**src/include/csr_defines.svh**
```systemverilog
/* CSR bit positions
   Field offsets inside mstatus and mie/mip, and the misa value */
`ifndef CSR_DEFINES_SVH
`define CSR_DEFINES_SVH

// mstatus interrupt enable stack
`define MST_MIE  3
`define MST_MPIE 7

// Shared bit layout of mie and mip
`define MIX_MSI  3
`define MIX_MTI  7
`define MIX_MEI  11

// RV32I, MXL = 1
`define MISA_VALUE 32'h4000_0100

`endif

```
**src/source/csr_pkg.sv**
```systemverilog
/* CSR unit package
   CSR addresses, Zicsr opcodes, write targets, trap causes and reset values */
package csr_pkg;

  // Data width of the core
  localparam int XLEN = 32;

  // mstatus after reset, MPP held at machine mode
  localparam logic [XLEN-1:0] MSTATUS_RESET = 32'h0000_1880;

  // Supported CSR addresses
  typedef enum logic [11:0] {
    CSR_MSTATUS  = 12'h300,
    CSR_MISA     = 12'h301,
    CSR_MIE      = 12'h304,
    CSR_MTVEC    = 12'h305,
    CSR_MSCRATCH = 12'h340,
    CSR_MEPC     = 12'h341,
    CSR_MCAUSE   = 12'h342,
    CSR_MTVAL    = 12'h343,
    CSR_MIP      = 12'h344,
    CSR_CYCLE    = 12'hC00,
    CSR_CYCLEH   = 12'hC80,
    CSR_MHARTID  = 12'hF14
  } csr_addr_e;

  // Zicsr operations, encoded as funct3
  typedef enum logic [2:0] {
    CSR_OP_NONE = 3'b000,
    CSR_OP_RW   = 3'b001,
    CSR_OP_RS   = 3'b010,
    CSR_OP_RC   = 3'b011,
    CSR_OP_RWI  = 3'b101,
    CSR_OP_RSI  = 3'b110,
    CSR_OP_RCI  = 3'b111
  } csr_op_e;

  // Writable register targeted by a software write
  typedef enum logic [2:0] {
    SEL_NONE,
    SEL_MSTATUS,
    SEL_MIE,
    SEL_MTVEC,
    SEL_MSCRATCH,
    SEL_MEPC,
    SEL_MTVAL,
    SEL_MIP
  } csr_sel_e;

  // mcause codes, bit 31 marks an interrupt
  typedef enum logic [31:0] {
    CAUSE_IRQ_SW       = 32'h8000_0003,
    CAUSE_IRQ_TIMER    = 32'h8000_0007,
    CAUSE_IRQ_EXT      = 32'h8000_000B,
    CAUSE_MISALIGNED   = 32'h0000_0000,
    CAUSE_FETCH_FAULT  = 32'h0000_0001,
    CAUSE_ILLEGAL      = 32'h0000_0002,
    CAUSE_EBREAK       = 32'h0000_0003,
    CAUSE_LOAD_FAULT   = 32'h0000_0005,
    CAUSE_STORE_FAULT  = 32'h0000_0007,
    CAUSE_ECALL        = 32'h0000_000B
  } trap_cause_e;

endpackage

```
**src/source/csr_access.sv**
```systemverilog
/* CSR access
   Decodes the CSR address, muxes the read value and builds the masked write value */
`timescale 1ns/1ps
`include "csr_defines.svh"

module csr_access #(
  parameter logic [csr_pkg::XLEN-1:0] HART_ID = '0
) (
  input  logic                     clk,
  input  logic                     arst_n_i,
  input  csr_pkg::csr_op_e         csr_op_i,
  input  logic [11:0]              csr_addr_i,
  input  logic [csr_pkg::XLEN-1:0] rs1_data_i,
  input  logic [csr_pkg::XLEN-1:0] imm_i,
  input  logic                     rs1_is_x0_i,
  input  logic                     stall_i,
  input  logic [csr_pkg::XLEN-1:0] mstatus_i,
  input  logic [csr_pkg::XLEN-1:0] mie_i,
  input  logic [csr_pkg::XLEN-1:0] mtvec_i,
  input  logic [csr_pkg::XLEN-1:0] mscratch_i,
  input  logic [csr_pkg::XLEN-1:0] mepc_i,
  input  logic [csr_pkg::XLEN-1:0] mcause_i,
  input  logic [csr_pkg::XLEN-1:0] mtval_i,
  input  logic [csr_pkg::XLEN-1:0] mip_i,
  input  logic [63:0]              cycle_i,
  output logic [csr_pkg::XLEN-1:0] csr_rd_o,
  output csr_pkg::csr_sel_e        wr_sel_o,
  output logic [csr_pkg::XLEN-1:0] wr_data_o
);

  // Writable bits per register
  localparam logic [csr_pkg::XLEN-1:0] MASK_MSTATUS = 32'h807F_F9BB;
  localparam logic [csr_pkg::XLEN-1:0] MASK_MIE     = 32'h0000_0888;
  localparam logic [csr_pkg::XLEN-1:0] MASK_MTVEC   = 32'hFFFF_FFFD;
  localparam logic [csr_pkg::XLEN-1:0] MASK_MEPC    = 32'hFFFF_FFFC;
  localparam logic [csr_pkg::XLEN-1:0] MASK_MIP     = 32'h0000_0008;

  logic [csr_pkg::XLEN-1:0] wr_mask;
  logic [csr_pkg::XLEN-1:0] operand;
  logic [csr_pkg::XLEN-1:0] new_val;
  csr_pkg::csr_sel_e        target_sel;
  logic                     set_clr_op;
  logic                     do_write;

  // Read mux, write target and mask share one decode
  always_comb begin
    csr_rd_o   = '0;
    target_sel = csr_pkg::SEL_NONE;
    wr_mask    = '1;
    case (csr_addr_i)
      csr_pkg::CSR_MSTATUS: begin
        csr_rd_o   = mstatus_i;
        target_sel = csr_pkg::SEL_MSTATUS;
        wr_mask    = MASK_MSTATUS;
      end
      csr_pkg::CSR_MIE: begin
        csr_rd_o   = mie_i;
        target_sel = csr_pkg::SEL_MIE;
        wr_mask    = MASK_MIE;
      end
      csr_pkg::CSR_MTVEC: begin
        csr_rd_o   = mtvec_i;
        target_sel = csr_pkg::SEL_MTVEC;
        wr_mask    = MASK_MTVEC;
      end
      csr_pkg::CSR_MSCRATCH: begin
        csr_rd_o   = mscratch_i;
        target_sel = csr_pkg::SEL_MSCRATCH;
      end
      csr_pkg::CSR_MEPC: begin
        csr_rd_o   = mepc_i;
        target_sel = csr_pkg::SEL_MEPC;
        wr_mask    = MASK_MEPC;
      end
      csr_pkg::CSR_MTVAL: begin
        csr_rd_o   = mtval_i;
        target_sel = csr_pkg::SEL_MTVAL;
      end
      csr_pkg::CSR_MIP: begin
        csr_rd_o   = mip_i;
        target_sel = csr_pkg::SEL_MIP;
        wr_mask    = MASK_MIP;
      end
      // Read-only registers keep target_sel at none
      csr_pkg::CSR_MCAUSE:  csr_rd_o = mcause_i;
      csr_pkg::CSR_CYCLE:   csr_rd_o = cycle_i[31:0];
      csr_pkg::CSR_CYCLEH:  csr_rd_o = cycle_i[63:32];
      csr_pkg::CSR_MISA:    csr_rd_o = `MISA_VALUE;
      csr_pkg::CSR_MHARTID: csr_rd_o = HART_ID;
      default:              csr_rd_o = '0;
    endcase
  end

  // Zicsr operation on the old value
  always_comb begin
    operand = rs1_data_i;
    if (csr_op_i inside {csr_pkg::CSR_OP_RWI, csr_pkg::CSR_OP_RSI, csr_pkg::CSR_OP_RCI}) begin
      operand = imm_i;
    end
    case (csr_op_i)
      csr_pkg::CSR_OP_RW, csr_pkg::CSR_OP_RWI: new_val = operand;
      csr_pkg::CSR_OP_RS, csr_pkg::CSR_OP_RSI: new_val = csr_rd_o | operand;
      csr_pkg::CSR_OP_RC, csr_pkg::CSR_OP_RCI: new_val = csr_rd_o & ~operand;
      default:                                 new_val = csr_rd_o;
    endcase
    set_clr_op = csr_op_i inside {csr_pkg::CSR_OP_RS, csr_pkg::CSR_OP_RC,
                                  csr_pkg::CSR_OP_RSI, csr_pkg::CSR_OP_RCI};
    // Set/clear with x0 is a pure read
    do_write = (csr_op_i != csr_pkg::CSR_OP_NONE) && !stall_i &&
               !(set_clr_op && rs1_is_x0_i);
  end

  assign wr_sel_o  = do_write ? target_sel : csr_pkg::SEL_NONE;
  assign wr_data_o = new_val & wr_mask;

  // No register update may come from a stalled access
  a_no_write_on_stall: assert property (
    @(posedge clk) disable iff (!arst_n_i)
    stall_i |-> (wr_sel_o == csr_pkg::SEL_NONE)
  ) else $error("csr_access: write target selected while stalled");

endmodule

```
**src/source/csr_state.sv**
```systemverilog
/* CSR state
   Machine-mode registers, cycle counter, trap updates and the registered redirect */
`timescale 1ns/1ps
`include "csr_defines.svh"

module csr_state #(
  parameter logic [csr_pkg::XLEN-1:0] MTVEC_RESET = 32'h0000_1000
) (
  input  logic                     clk,
  input  logic                     arst_n_i,
  input  csr_pkg::csr_sel_e        wr_sel_i,
  input  logic [csr_pkg::XLEN-1:0] wr_data_i,
  input  logic                     take_i,
  input  logic                     mret_i,
  input  csr_pkg::trap_cause_e     cause_i,
  input  logic [csr_pkg::XLEN-1:0] epc_i,
  input  logic [csr_pkg::XLEN-1:0] mtval_i,
  output logic [csr_pkg::XLEN-1:0] mstatus_o,
  output logic [csr_pkg::XLEN-1:0] mie_o,
  output logic [csr_pkg::XLEN-1:0] mtvec_o,
  output logic [csr_pkg::XLEN-1:0] mscratch_o,
  output logic [csr_pkg::XLEN-1:0] mepc_o,
  output logic [csr_pkg::XLEN-1:0] mcause_o,
  output logic [csr_pkg::XLEN-1:0] mtval_o,
  output logic [csr_pkg::XLEN-1:0] mip_o,
  output logic [63:0]              cycle_o,
  output logic                     mst_mie_o,
  output logic                     trap_valid_o,
  output logic [csr_pkg::XLEN-1:0] trap_pc_o
);

  logic [csr_pkg::XLEN-1:0] mstatus_d, mie_d, mtvec_d, mscratch_d;
  logic [csr_pkg::XLEN-1:0] mepc_d, mcause_d, mtval_d, mip_d;
  logic [csr_pkg::XLEN-1:0] vec_off;
  logic [csr_pkg::XLEN-1:0] trap_target;

  assign mst_mie_o = mstatus_o[`MST_MIE];

  // Software write first, trap update on top of it
  always_comb begin
    mstatus_d  = mstatus_o;
    mie_d      = mie_o;
    mtvec_d    = mtvec_o;
    mscratch_d = mscratch_o;
    mepc_d     = mepc_o;
    mcause_d   = mcause_o;
    mtval_d    = mtval_o;
    mip_d      = mip_o;
    case (wr_sel_i)
      csr_pkg::SEL_MSTATUS:  mstatus_d  = wr_data_i;
      csr_pkg::SEL_MIE:      mie_d      = wr_data_i;
      csr_pkg::SEL_MTVEC:    mtvec_d    = wr_data_i;
      csr_pkg::SEL_MSCRATCH: mscratch_d = wr_data_i;
      csr_pkg::SEL_MEPC:     mepc_d     = wr_data_i;
      csr_pkg::SEL_MTVAL:    mtval_d    = wr_data_i;
      csr_pkg::SEL_MIP:      mip_d      = wr_data_i;
      default: ;
    endcase
    if (take_i && !mret_i) begin
      mepc_d   = epc_i;
      mcause_d = cause_i;
      mtval_d  = mtval_i;
      case (cause_i)
        csr_pkg::CAUSE_IRQ_SW:    mip_d[`MIX_MSI] = 1'b1;
        csr_pkg::CAUSE_IRQ_TIMER: mip_d[`MIX_MTI] = 1'b1;
        csr_pkg::CAUSE_IRQ_EXT:   mip_d[`MIX_MEI] = 1'b1;
        default: ;
      endcase
      // Push the interrupt enable
      mstatus_d[`MST_MPIE] = mstatus_o[`MST_MIE];
      mstatus_d[`MST_MIE]  = 1'b0;
    end
    if (mret_i) begin
      mstatus_d[`MST_MIE]  = mstatus_o[`MST_MPIE];
      mstatus_d[`MST_MPIE] = 1'b1;
    end
  end

  // Redirect target, vectored offsets only for interrupts
  always_comb begin
    vec_off = '0;
    if (mtvec_o[0] && cause_i[31]) begin
      case (cause_i)
        csr_pkg::CAUSE_IRQ_SW:    vec_off = 32'h0C;
        csr_pkg::CAUSE_IRQ_TIMER: vec_off = 32'h1C;
        csr_pkg::CAUSE_IRQ_EXT:   vec_off = 32'h2C;
        default:                  vec_off = '0;
      endcase
    end
    trap_target = mret_i ? mepc_o : ({mtvec_o[31:2], 2'b00} + vec_off);
  end

  always_ff @(posedge clk or negedge arst_n_i) begin
    if (!arst_n_i) begin
      mstatus_o    <= csr_pkg::MSTATUS_RESET;
      mie_o        <= '0;
      mtvec_o      <= MTVEC_RESET;
      mscratch_o   <= '0;
      mepc_o       <= '0;
      mcause_o     <= '0;
      mtval_o      <= '0;
      mip_o        <= '0;
      cycle_o      <= '0;
      trap_valid_o <= 1'b0;
    end else begin
      mstatus_o    <= mstatus_d;
      mie_o        <= mie_d;
      mtvec_o      <= mtvec_d;
      mscratch_o   <= mscratch_d;
      mepc_o       <= mepc_d;
      mcause_o     <= mcause_d;
      mtval_o      <= mtval_d;
      mip_o        <= mip_d;
      cycle_o      <= cycle_o + 64'd1;
      trap_valid_o <= take_i;
    end
  end

  // Redirect target captured with each taken trap
  always_ff @(posedge clk) begin
    if (take_i) begin
      trap_pc_o <= trap_target;
    end
  end

  // Trap enable clears MIE, so a redirect never repeats back to back
  a_valid_pulse: assert property (
    @(posedge clk) disable iff (!arst_n_i)
    $rose(trap_valid_o) |=> !trap_valid_o
  ) else $error("csr_state: trap_valid_o held longer than one cycle");

endmodule

```
**src/source/csr_unit_top.sv**
```systemverilog
/* CSR unit top
   Connects CSR access, trap arbitration and the register state */
`timescale 1ns/1ps

module csr_unit_top #(
  parameter logic [csr_pkg::XLEN-1:0] MTVEC_RESET = 32'h0000_1000,
  parameter logic [csr_pkg::XLEN-1:0] HART_ID     = '0
) (
  input  logic                     clk,
  input  logic                     arst_n_i,
  input  csr_pkg::csr_op_e         csr_op_i,
  input  logic [11:0]              csr_addr_i,
  input  logic [csr_pkg::XLEN-1:0] rs1_data_i,
  input  logic [csr_pkg::XLEN-1:0] imm_i,
  input  logic                     rs1_is_x0_i,
  input  logic                     stall_i,
  input  logic [csr_pkg::XLEN-1:0] pc_i,
  input  logic                     irq_ext_i,
  input  logic                     irq_sw_i,
  input  logic                     irq_timer_i,
  input  logic                     fetch_fault_i,
  input  logic [csr_pkg::XLEN-1:0] fetch_mtval_i,
  input  logic                     illegal_i,
  input  logic [csr_pkg::XLEN-1:0] illegal_pc_i,
  input  logic [csr_pkg::XLEN-1:0] illegal_mtval_i,
  input  logic                     jump_i,
  input  logic                     misaligned_i,
  input  logic [csr_pkg::XLEN-1:0] misaligned_mtval_i,
  input  logic                     ecall_i,
  input  logic                     ebreak_i,
  input  logic                     mret_i,
  input  logic                     store_fault_i,
  input  logic                     load_fault_i,
  output logic [csr_pkg::XLEN-1:0] csr_rd_o,
  output logic                     trap_valid_o,
  output logic [csr_pkg::XLEN-1:0] trap_pc_o
);

  // Register state fed back to the decoders
  logic [csr_pkg::XLEN-1:0] mstatus, mie, mtvec, mscratch;
  logic [csr_pkg::XLEN-1:0] mepc, mcause, mtval, mip;
  logic [63:0]              cycle;
  logic                     mst_mie;

  // Software write path
  csr_pkg::csr_sel_e        wr_sel;
  logic [csr_pkg::XLEN-1:0] wr_data;

  // Trap path
  logic                     take;
  logic                     mret;
  csr_pkg::trap_cause_e     cause;
  logic [csr_pkg::XLEN-1:0] epc;
  logic [csr_pkg::XLEN-1:0] trap_mtval;

  csr_access #(
    .HART_ID(HART_ID)
  ) u_access (
    .clk(clk),
    .arst_n_i(arst_n_i),
    .csr_op_i(csr_op_i),
    .csr_addr_i(csr_addr_i),
    .rs1_data_i(rs1_data_i),
    .imm_i(imm_i),
    .rs1_is_x0_i(rs1_is_x0_i),
    .stall_i(stall_i),
    .mstatus_i(mstatus),
    .mie_i(mie),
    .mtvec_i(mtvec),
    .mscratch_i(mscratch),
    .mepc_i(mepc),
    .mcause_i(mcause),
    .mtval_i(mtval),
    .mip_i(mip),
    .cycle_i(cycle),
    .csr_rd_o(csr_rd_o),
    .wr_sel_o(wr_sel),
    .wr_data_o(wr_data)
  );

  trap_arbiter u_arbiter (
    .clk(clk),
    .arst_n_i(arst_n_i),
    .pc_i(pc_i),
    .mst_mie_i(mst_mie),
    .mie_i(mie),
    .irq_ext_i(irq_ext_i),
    .irq_sw_i(irq_sw_i),
    .irq_timer_i(irq_timer_i),
    .fetch_fault_i(fetch_fault_i),
    .fetch_mtval_i(fetch_mtval_i),
    .illegal_i(illegal_i),
    .illegal_pc_i(illegal_pc_i),
    .illegal_mtval_i(illegal_mtval_i),
    .jump_i(jump_i),
    .misaligned_i(misaligned_i),
    .misaligned_mtval_i(misaligned_mtval_i),
    .ecall_i(ecall_i),
    .ebreak_i(ebreak_i),
    .mret_i(mret_i),
    .store_fault_i(store_fault_i),
    .load_fault_i(load_fault_i),
    .take_o(take),
    .mret_o(mret),
    .cause_o(cause),
    .epc_o(epc),
    .mtval_o(trap_mtval)
  );

  csr_state #(
    .MTVEC_RESET(MTVEC_RESET)
  ) u_state (
    .clk(clk),
    .arst_n_i(arst_n_i),
    .wr_sel_i(wr_sel),
    .wr_data_i(wr_data),
    .take_i(take),
    .mret_i(mret),
    .cause_i(cause),
    .epc_i(epc),
    .mtval_i(trap_mtval),
    .mstatus_o(mstatus),
    .mie_o(mie),
    .mtvec_o(mtvec),
    .mscratch_o(mscratch),
    .mepc_o(mepc),
    .mcause_o(mcause),
    .mtval_o(mtval),
    .mip_o(mip),
    .cycle_o(cycle),
    .mst_mie_o(mst_mie),
    .trap_valid_o(trap_valid_o),
    .trap_pc_o(trap_pc_o)
  );

endmodule

```
**src/source/trap_arbiter.sv**
```systemverilog
/* Trap arbiter
   Fixed-priority selection among interrupts, exceptions and mret */
`timescale 1ns/1ps
`include "csr_defines.svh"

module trap_arbiter (
  input  logic                     clk,
  input  logic                     arst_n_i,
  input  logic [csr_pkg::XLEN-1:0] pc_i,
  input  logic                     mst_mie_i,
  input  logic [csr_pkg::XLEN-1:0] mie_i,
  input  logic                     irq_ext_i,
  input  logic                     irq_sw_i,
  input  logic                     irq_timer_i,
  input  logic                     fetch_fault_i,
  input  logic [csr_pkg::XLEN-1:0] fetch_mtval_i,
  input  logic                     illegal_i,
  input  logic [csr_pkg::XLEN-1:0] illegal_pc_i,
  input  logic [csr_pkg::XLEN-1:0] illegal_mtval_i,
  input  logic                     jump_i,
  input  logic                     misaligned_i,
  input  logic [csr_pkg::XLEN-1:0] misaligned_mtval_i,
  input  logic                     ecall_i,
  input  logic                     ebreak_i,
  input  logic                     mret_i,
  input  logic                     store_fault_i,
  input  logic                     load_fault_i,
  output logic                     take_o,
  output logic                     mret_o,
  output csr_pkg::trap_cause_e     cause_o,
  output logic [csr_pkg::XLEN-1:0] epc_o,
  output logic [csr_pkg::XLEN-1:0] mtval_o
);

  logic ext_en;
  logic sw_en;
  logic timer_en;

  // Interrupt needs global and per-source enable
  assign ext_en   = irq_ext_i   && mst_mie_i && mie_i[`MIX_MEI];
  assign sw_en    = irq_sw_i    && mst_mie_i && mie_i[`MIX_MSI];
  assign timer_en = irq_timer_i && mst_mie_i && mie_i[`MIX_MTI];

  always_comb begin
    take_o  = 1'b1;
    mret_o  = 1'b0;
    cause_o = csr_pkg::CAUSE_MISALIGNED;
    epc_o   = pc_i;
    mtval_o = '0;
    if (ext_en) begin
      cause_o = csr_pkg::CAUSE_IRQ_EXT;
    end else if (sw_en) begin
      cause_o = csr_pkg::CAUSE_IRQ_SW;
    end else if (timer_en) begin
      cause_o = csr_pkg::CAUSE_IRQ_TIMER;
    end else if (fetch_fault_i) begin
      cause_o = csr_pkg::CAUSE_FETCH_FAULT;
      mtval_o = fetch_mtval_i;
    end else if (illegal_i && !jump_i) begin
      // Decoded instruction is squashed when a jump is taken
      cause_o = csr_pkg::CAUSE_ILLEGAL;
      epc_o   = illegal_pc_i;
      mtval_o = illegal_mtval_i;
    end else if (misaligned_i) begin
      cause_o = csr_pkg::CAUSE_MISALIGNED;
      mtval_o = misaligned_mtval_i;
    end else if (ecall_i) begin
      cause_o = csr_pkg::CAUSE_ECALL;
    end else if (ebreak_i) begin
      cause_o = csr_pkg::CAUSE_EBREAK;
    end else if (mret_i) begin
      // Return rides the trap path, no cause update
      mret_o = 1'b1;
    end else if (store_fault_i) begin
      cause_o = csr_pkg::CAUSE_STORE_FAULT;
    end else if (load_fault_i) begin
      cause_o = csr_pkg::CAUSE_LOAD_FAULT;
    end else begin
      take_o = 1'b0;
    end
  end

  // A return is only ever issued as a taken redirect
  a_mret_takes: assert property (
    @(posedge clk) disable iff (!arst_n_i)
    mret_o |-> take_o
  ) else $error("trap_arbiter: mret without take");

endmodule

```
**config.mk**
```make
export PLATFORM = sky130hd
export DESIGN_NAME = csr_unit_top
export DESIGN_NICKNAME = d
export VERILOG_FILES = /design/src/source/csr_pkg.sv /design/src/source/csr_access.sv /design/src/source/csr_state.sv /design/src/source/csr_unit_top.sv /design/src/source/trap_arbiter.sv
export VERILOG_INCLUDE_DIRS = /design/src /design/src/include
export SDC_FILE = /design/constraint.sdc
export NUM_CORES = 1
export LEC_CHECK = 0
export BUFFER_PORTS_ARGS = -buffer_cell sky130_fd_sc_hd__buf_2
export CAP_MARGIN = 20
export CORE_MARGIN = 1
export CORE_UTILIZATION = 45
export DETAILED_ROUTE_END_ITERATION = 8
export GPL_ROUTABILITY_DRIVEN = 0
export MAX_ROUTING_LAYER = met4
export PLACE_DENSITY_LB_ADDON = 0.12
export SYNTH_ARGS = -nofsm -noshare
export SYNTH_HDL_FRONTEND = slang
export SYNTH_HIERARCHICAL = 1
export SYNTH_SLANG_ARGS = --single-unit
export TNS_END_PERCENT = 5
```
**constraint.sdc**
```tcl
create_clock -name clk -period 3.74 [get_ports clk]
set_clock_uncertainty 0.2 [all_clocks]
set_input_delay 0.374 -clock clk [delete_from_list [all_inputs] [get_ports clk]]
set_output_delay 0.374 -clock clk [all_outputs]
set_load 0.05 [all_outputs]
```
==> qor.yml <==
detailed_routing:
  drt_wl_total_um: 84200
  drt-initial-drc-count: 2294
  vias_per_cell: 6.09
  dr.pass1.iters: 7
  ant_nets: 0
  wl_per_cell_um: 25.0
  post-route-drc-count: 0
  via_count: 20500
final_layout:
  fin_nets: 2985
  postLayoutCoreUtil_pct: 57.7
  design_area_um2: 27500
  layout-drive-gt1-share_pct: 31.1
  syn_to_final_growth_pct: 26.8
  fin_cells: 3372
  num-fill-cells: 4156
global_routing:
  grtUsageTotal_pct: 35.0
  grt_first_pass_wirelength_um: 126000
  antenna_found_initial: 1
  gr-total-overflow: 0
  grt_max_degree: 108
  grt_pass1_vias: 19900
place:
  dp_slack_ps: -437
  dpl-instance-area_um2: 25000
  dp.cells: 3214
  place_hpwl_um: 63100
  portBuffers: 319
yosys:
  yosysWarnings: 6
  synth_cell_types: 93
  netlist_area_um2: 21700
  yosysMostFrequentCell: "nand2_1"
  ys_top_cells_by_count: "nand2_1 (367), dfrtp_1 (317), mux2_2 (197)"
  synth_area_leaders: "dfrtp_1 (37%), mux2_2 (10%), mux2i_1 (6.4%)"
  avgSynthCellArea_um2: 9.56
  synth_edf_count: 32
  ys_async_sr_fraction_pct: 90.9
  yosysTopAreaCell: "dfrtp_1"
  synthCells: 2269
  ys_seq_area_share_pct: 41.5
  synth-main-ff-cell: "dfrtp_1"
  synth-seq-cells: 353
  synth_top_area_share_pct: 36.6
timing:
  slew_headroom_pct: 32.2
  setup_ws_ps: 7.48
  whs_ps: 13.6
  rsz0062_at_grt: "yes"
  fmax_ghz: 0.268
  period_needed_ps: 3730
  setup_tns_ps: 0
  finalCritPeriodShare_pct: 99.8
  setup_viol: 0
  worst_pin_slew_ps: 1010
  hold_viol: 0
  drv_slew: 0
setup_path:
  worstSetupPathType: "in2out"
  cp_max_fo: 8
  crit_required_ps: 3170
  worstRegToRegCells: 18
  startpoint: "csr_addr_i[5]"
  regToRegStartpoint: "u_state/mie_o[3]"
  endpoint_kind: "output pin"
  crit_path_start_kind: "primary input"
  cp.arrival_ps: 3160
  ff2ff_setup_slack_ps: 70
  reg2reg_to: "u_state/trap_pc_o[21]"
  endpoint: "csr_rd_o[16]"
clock_network:
  worstSkewPairLatency_ps: 570
  cts-htree-levels: 2
  cts_root_buf: "clkbuf_16"
  cts_inserted_buffers: 41
  path_clk_slew_ps: 60
  cts_tree: "built"
  clockBufferDepth: 3
  cts_sinks: 353
floorplan:
  core_um2: 47600
  ios: 320
  fp.dieArea_um2: 49100
  die_h_um: 222
  die_w_um: 222
  rows: 80
  start_util_pct: 45.5
power:
  power_mw: 9.52
  p_leak_nw: 13.2
  ir_drop_mv: 0.333
  power_density_nw_per_um2: 346
min_path:
  hold_class: "in2reg"
job:
  maxCapViolCount: 0
run_status:
  run_status: "complete, no violations"
[area by class of cell]
cell class / instances / area (um2) / share of cell area, %
multi-input combinational: 1723 / 12100 / 44.1
timing repair buffer: 575 / 4050 / 14.7
clock buffer: 60 / 1240 / 4.52
sequential: 353 / 9000 / 32.7
inverter: 30 / 113 / 0.409
tap: 615 / 769 / 2.80
antenna: 2 / 5.00 / 0.0182
clock inverter: 14 / 201 / 0.732
[cells by family after synthesis]
group,after synthesis,synth area share (%)
compound gates,392,12.3
mux,357,17.7
xor+xnor,92,3.71
buf+inv,219,4.76
flops,353,41.5
fa+ha+maj,6,0.381
simple gates,849,19.7
other cells,1,0.0173
[cells in the final DEF, fill, tap and decap left out, types with 68 or more instances in the layout]
cell type      count
dfrtp_1          317
o21ai_0           75
buf_2            308
nand3_1           91
mux2i_1          139
buf_4            164
mux2_2           197
dlygate4sd3_1     76
nor2_1           110
nand2_1          367
a21oi_1           68
[routing by layer]
layer	track usage (%)	wire (um)	vias up
met5	-	0	-
met4	13.2	3420	0
met3	7.41	8190	198
met2	51.4	36600	1175
met1	47.5	36000	10100
li1	-	-	9077
[flip-flops by register name (all words and copies together), names as in the netlist]
| register | count |
|---|---|
| u_state/cycle_o | 64 |
| u_state/mcause_o | 32 |
| u_state/mepc_o | 32 |
| u_state/mie_o | 32 |
| u_state/mip_o | 32 |
| u_state/mscratch_o | 32 |
| u_state/mstatus_o | 32 |
| u_state/mtval_o | 32 |
| u_state/mtvec_o | 32 |
| u_state/trap_pc_o | 32 |
| u_state/trap_valid_o | 1 |
[timing repair]
action                                 in CTS  in global routing
setup buffers                               3                  3
gates resized for setup                    23                 24
pin swaps                                  10                 13
endpoints found under the hold margin     174                  0
setup endpoints to repair                  25                 26
hold buffers                               76                  0
[worst max-delay path: stages]
cell and delay, ps:
buf_2 140, or4_1 730, buf_4 270, nor4_2 540, buf_4 250, nand2_1 60
o2111ai_1 260, or2_2 260, buf_2 270
[power by group]
| part | internal [mW] | leakage [nW] | switching (mW) | total (mW) |
|---|---|---|---|---|
| Combinational | 0.466 | 7.85 | 0.701 | 1.17 |
| Sequential | 3.96 | 4.65 | 0.0857 | 4.05 |
| Clock | 2.65 | 0.704 | 1.66 | 4.30 |
| Total | 7.07 | 13.2 | 2.44 | 9.52 |
[worst min-delay path by stage]
stage                     slack [ps]            endpoint       startpoint  depth (start not counted)
final                             10  u_state/mepc_o[14]         pc_i[14]                          4
after global routing              10   u_state/mepc_o[4]  illegal_pc_i[4]                          4
after CTS                        0.8   u_state/mepc_o[4]  illegal_pc_i[4]                          4
after detailed placement         100   u_state/mie_o[18]         arst_n_i                          1
after global placement           100   u_state/mie_o[18]         arst_n_i                          1
after floorplan                 -120  u_state/cycle_o[0]         arst_n_i                          0
No activity file was read; power rests on OpenSTA's default activity.
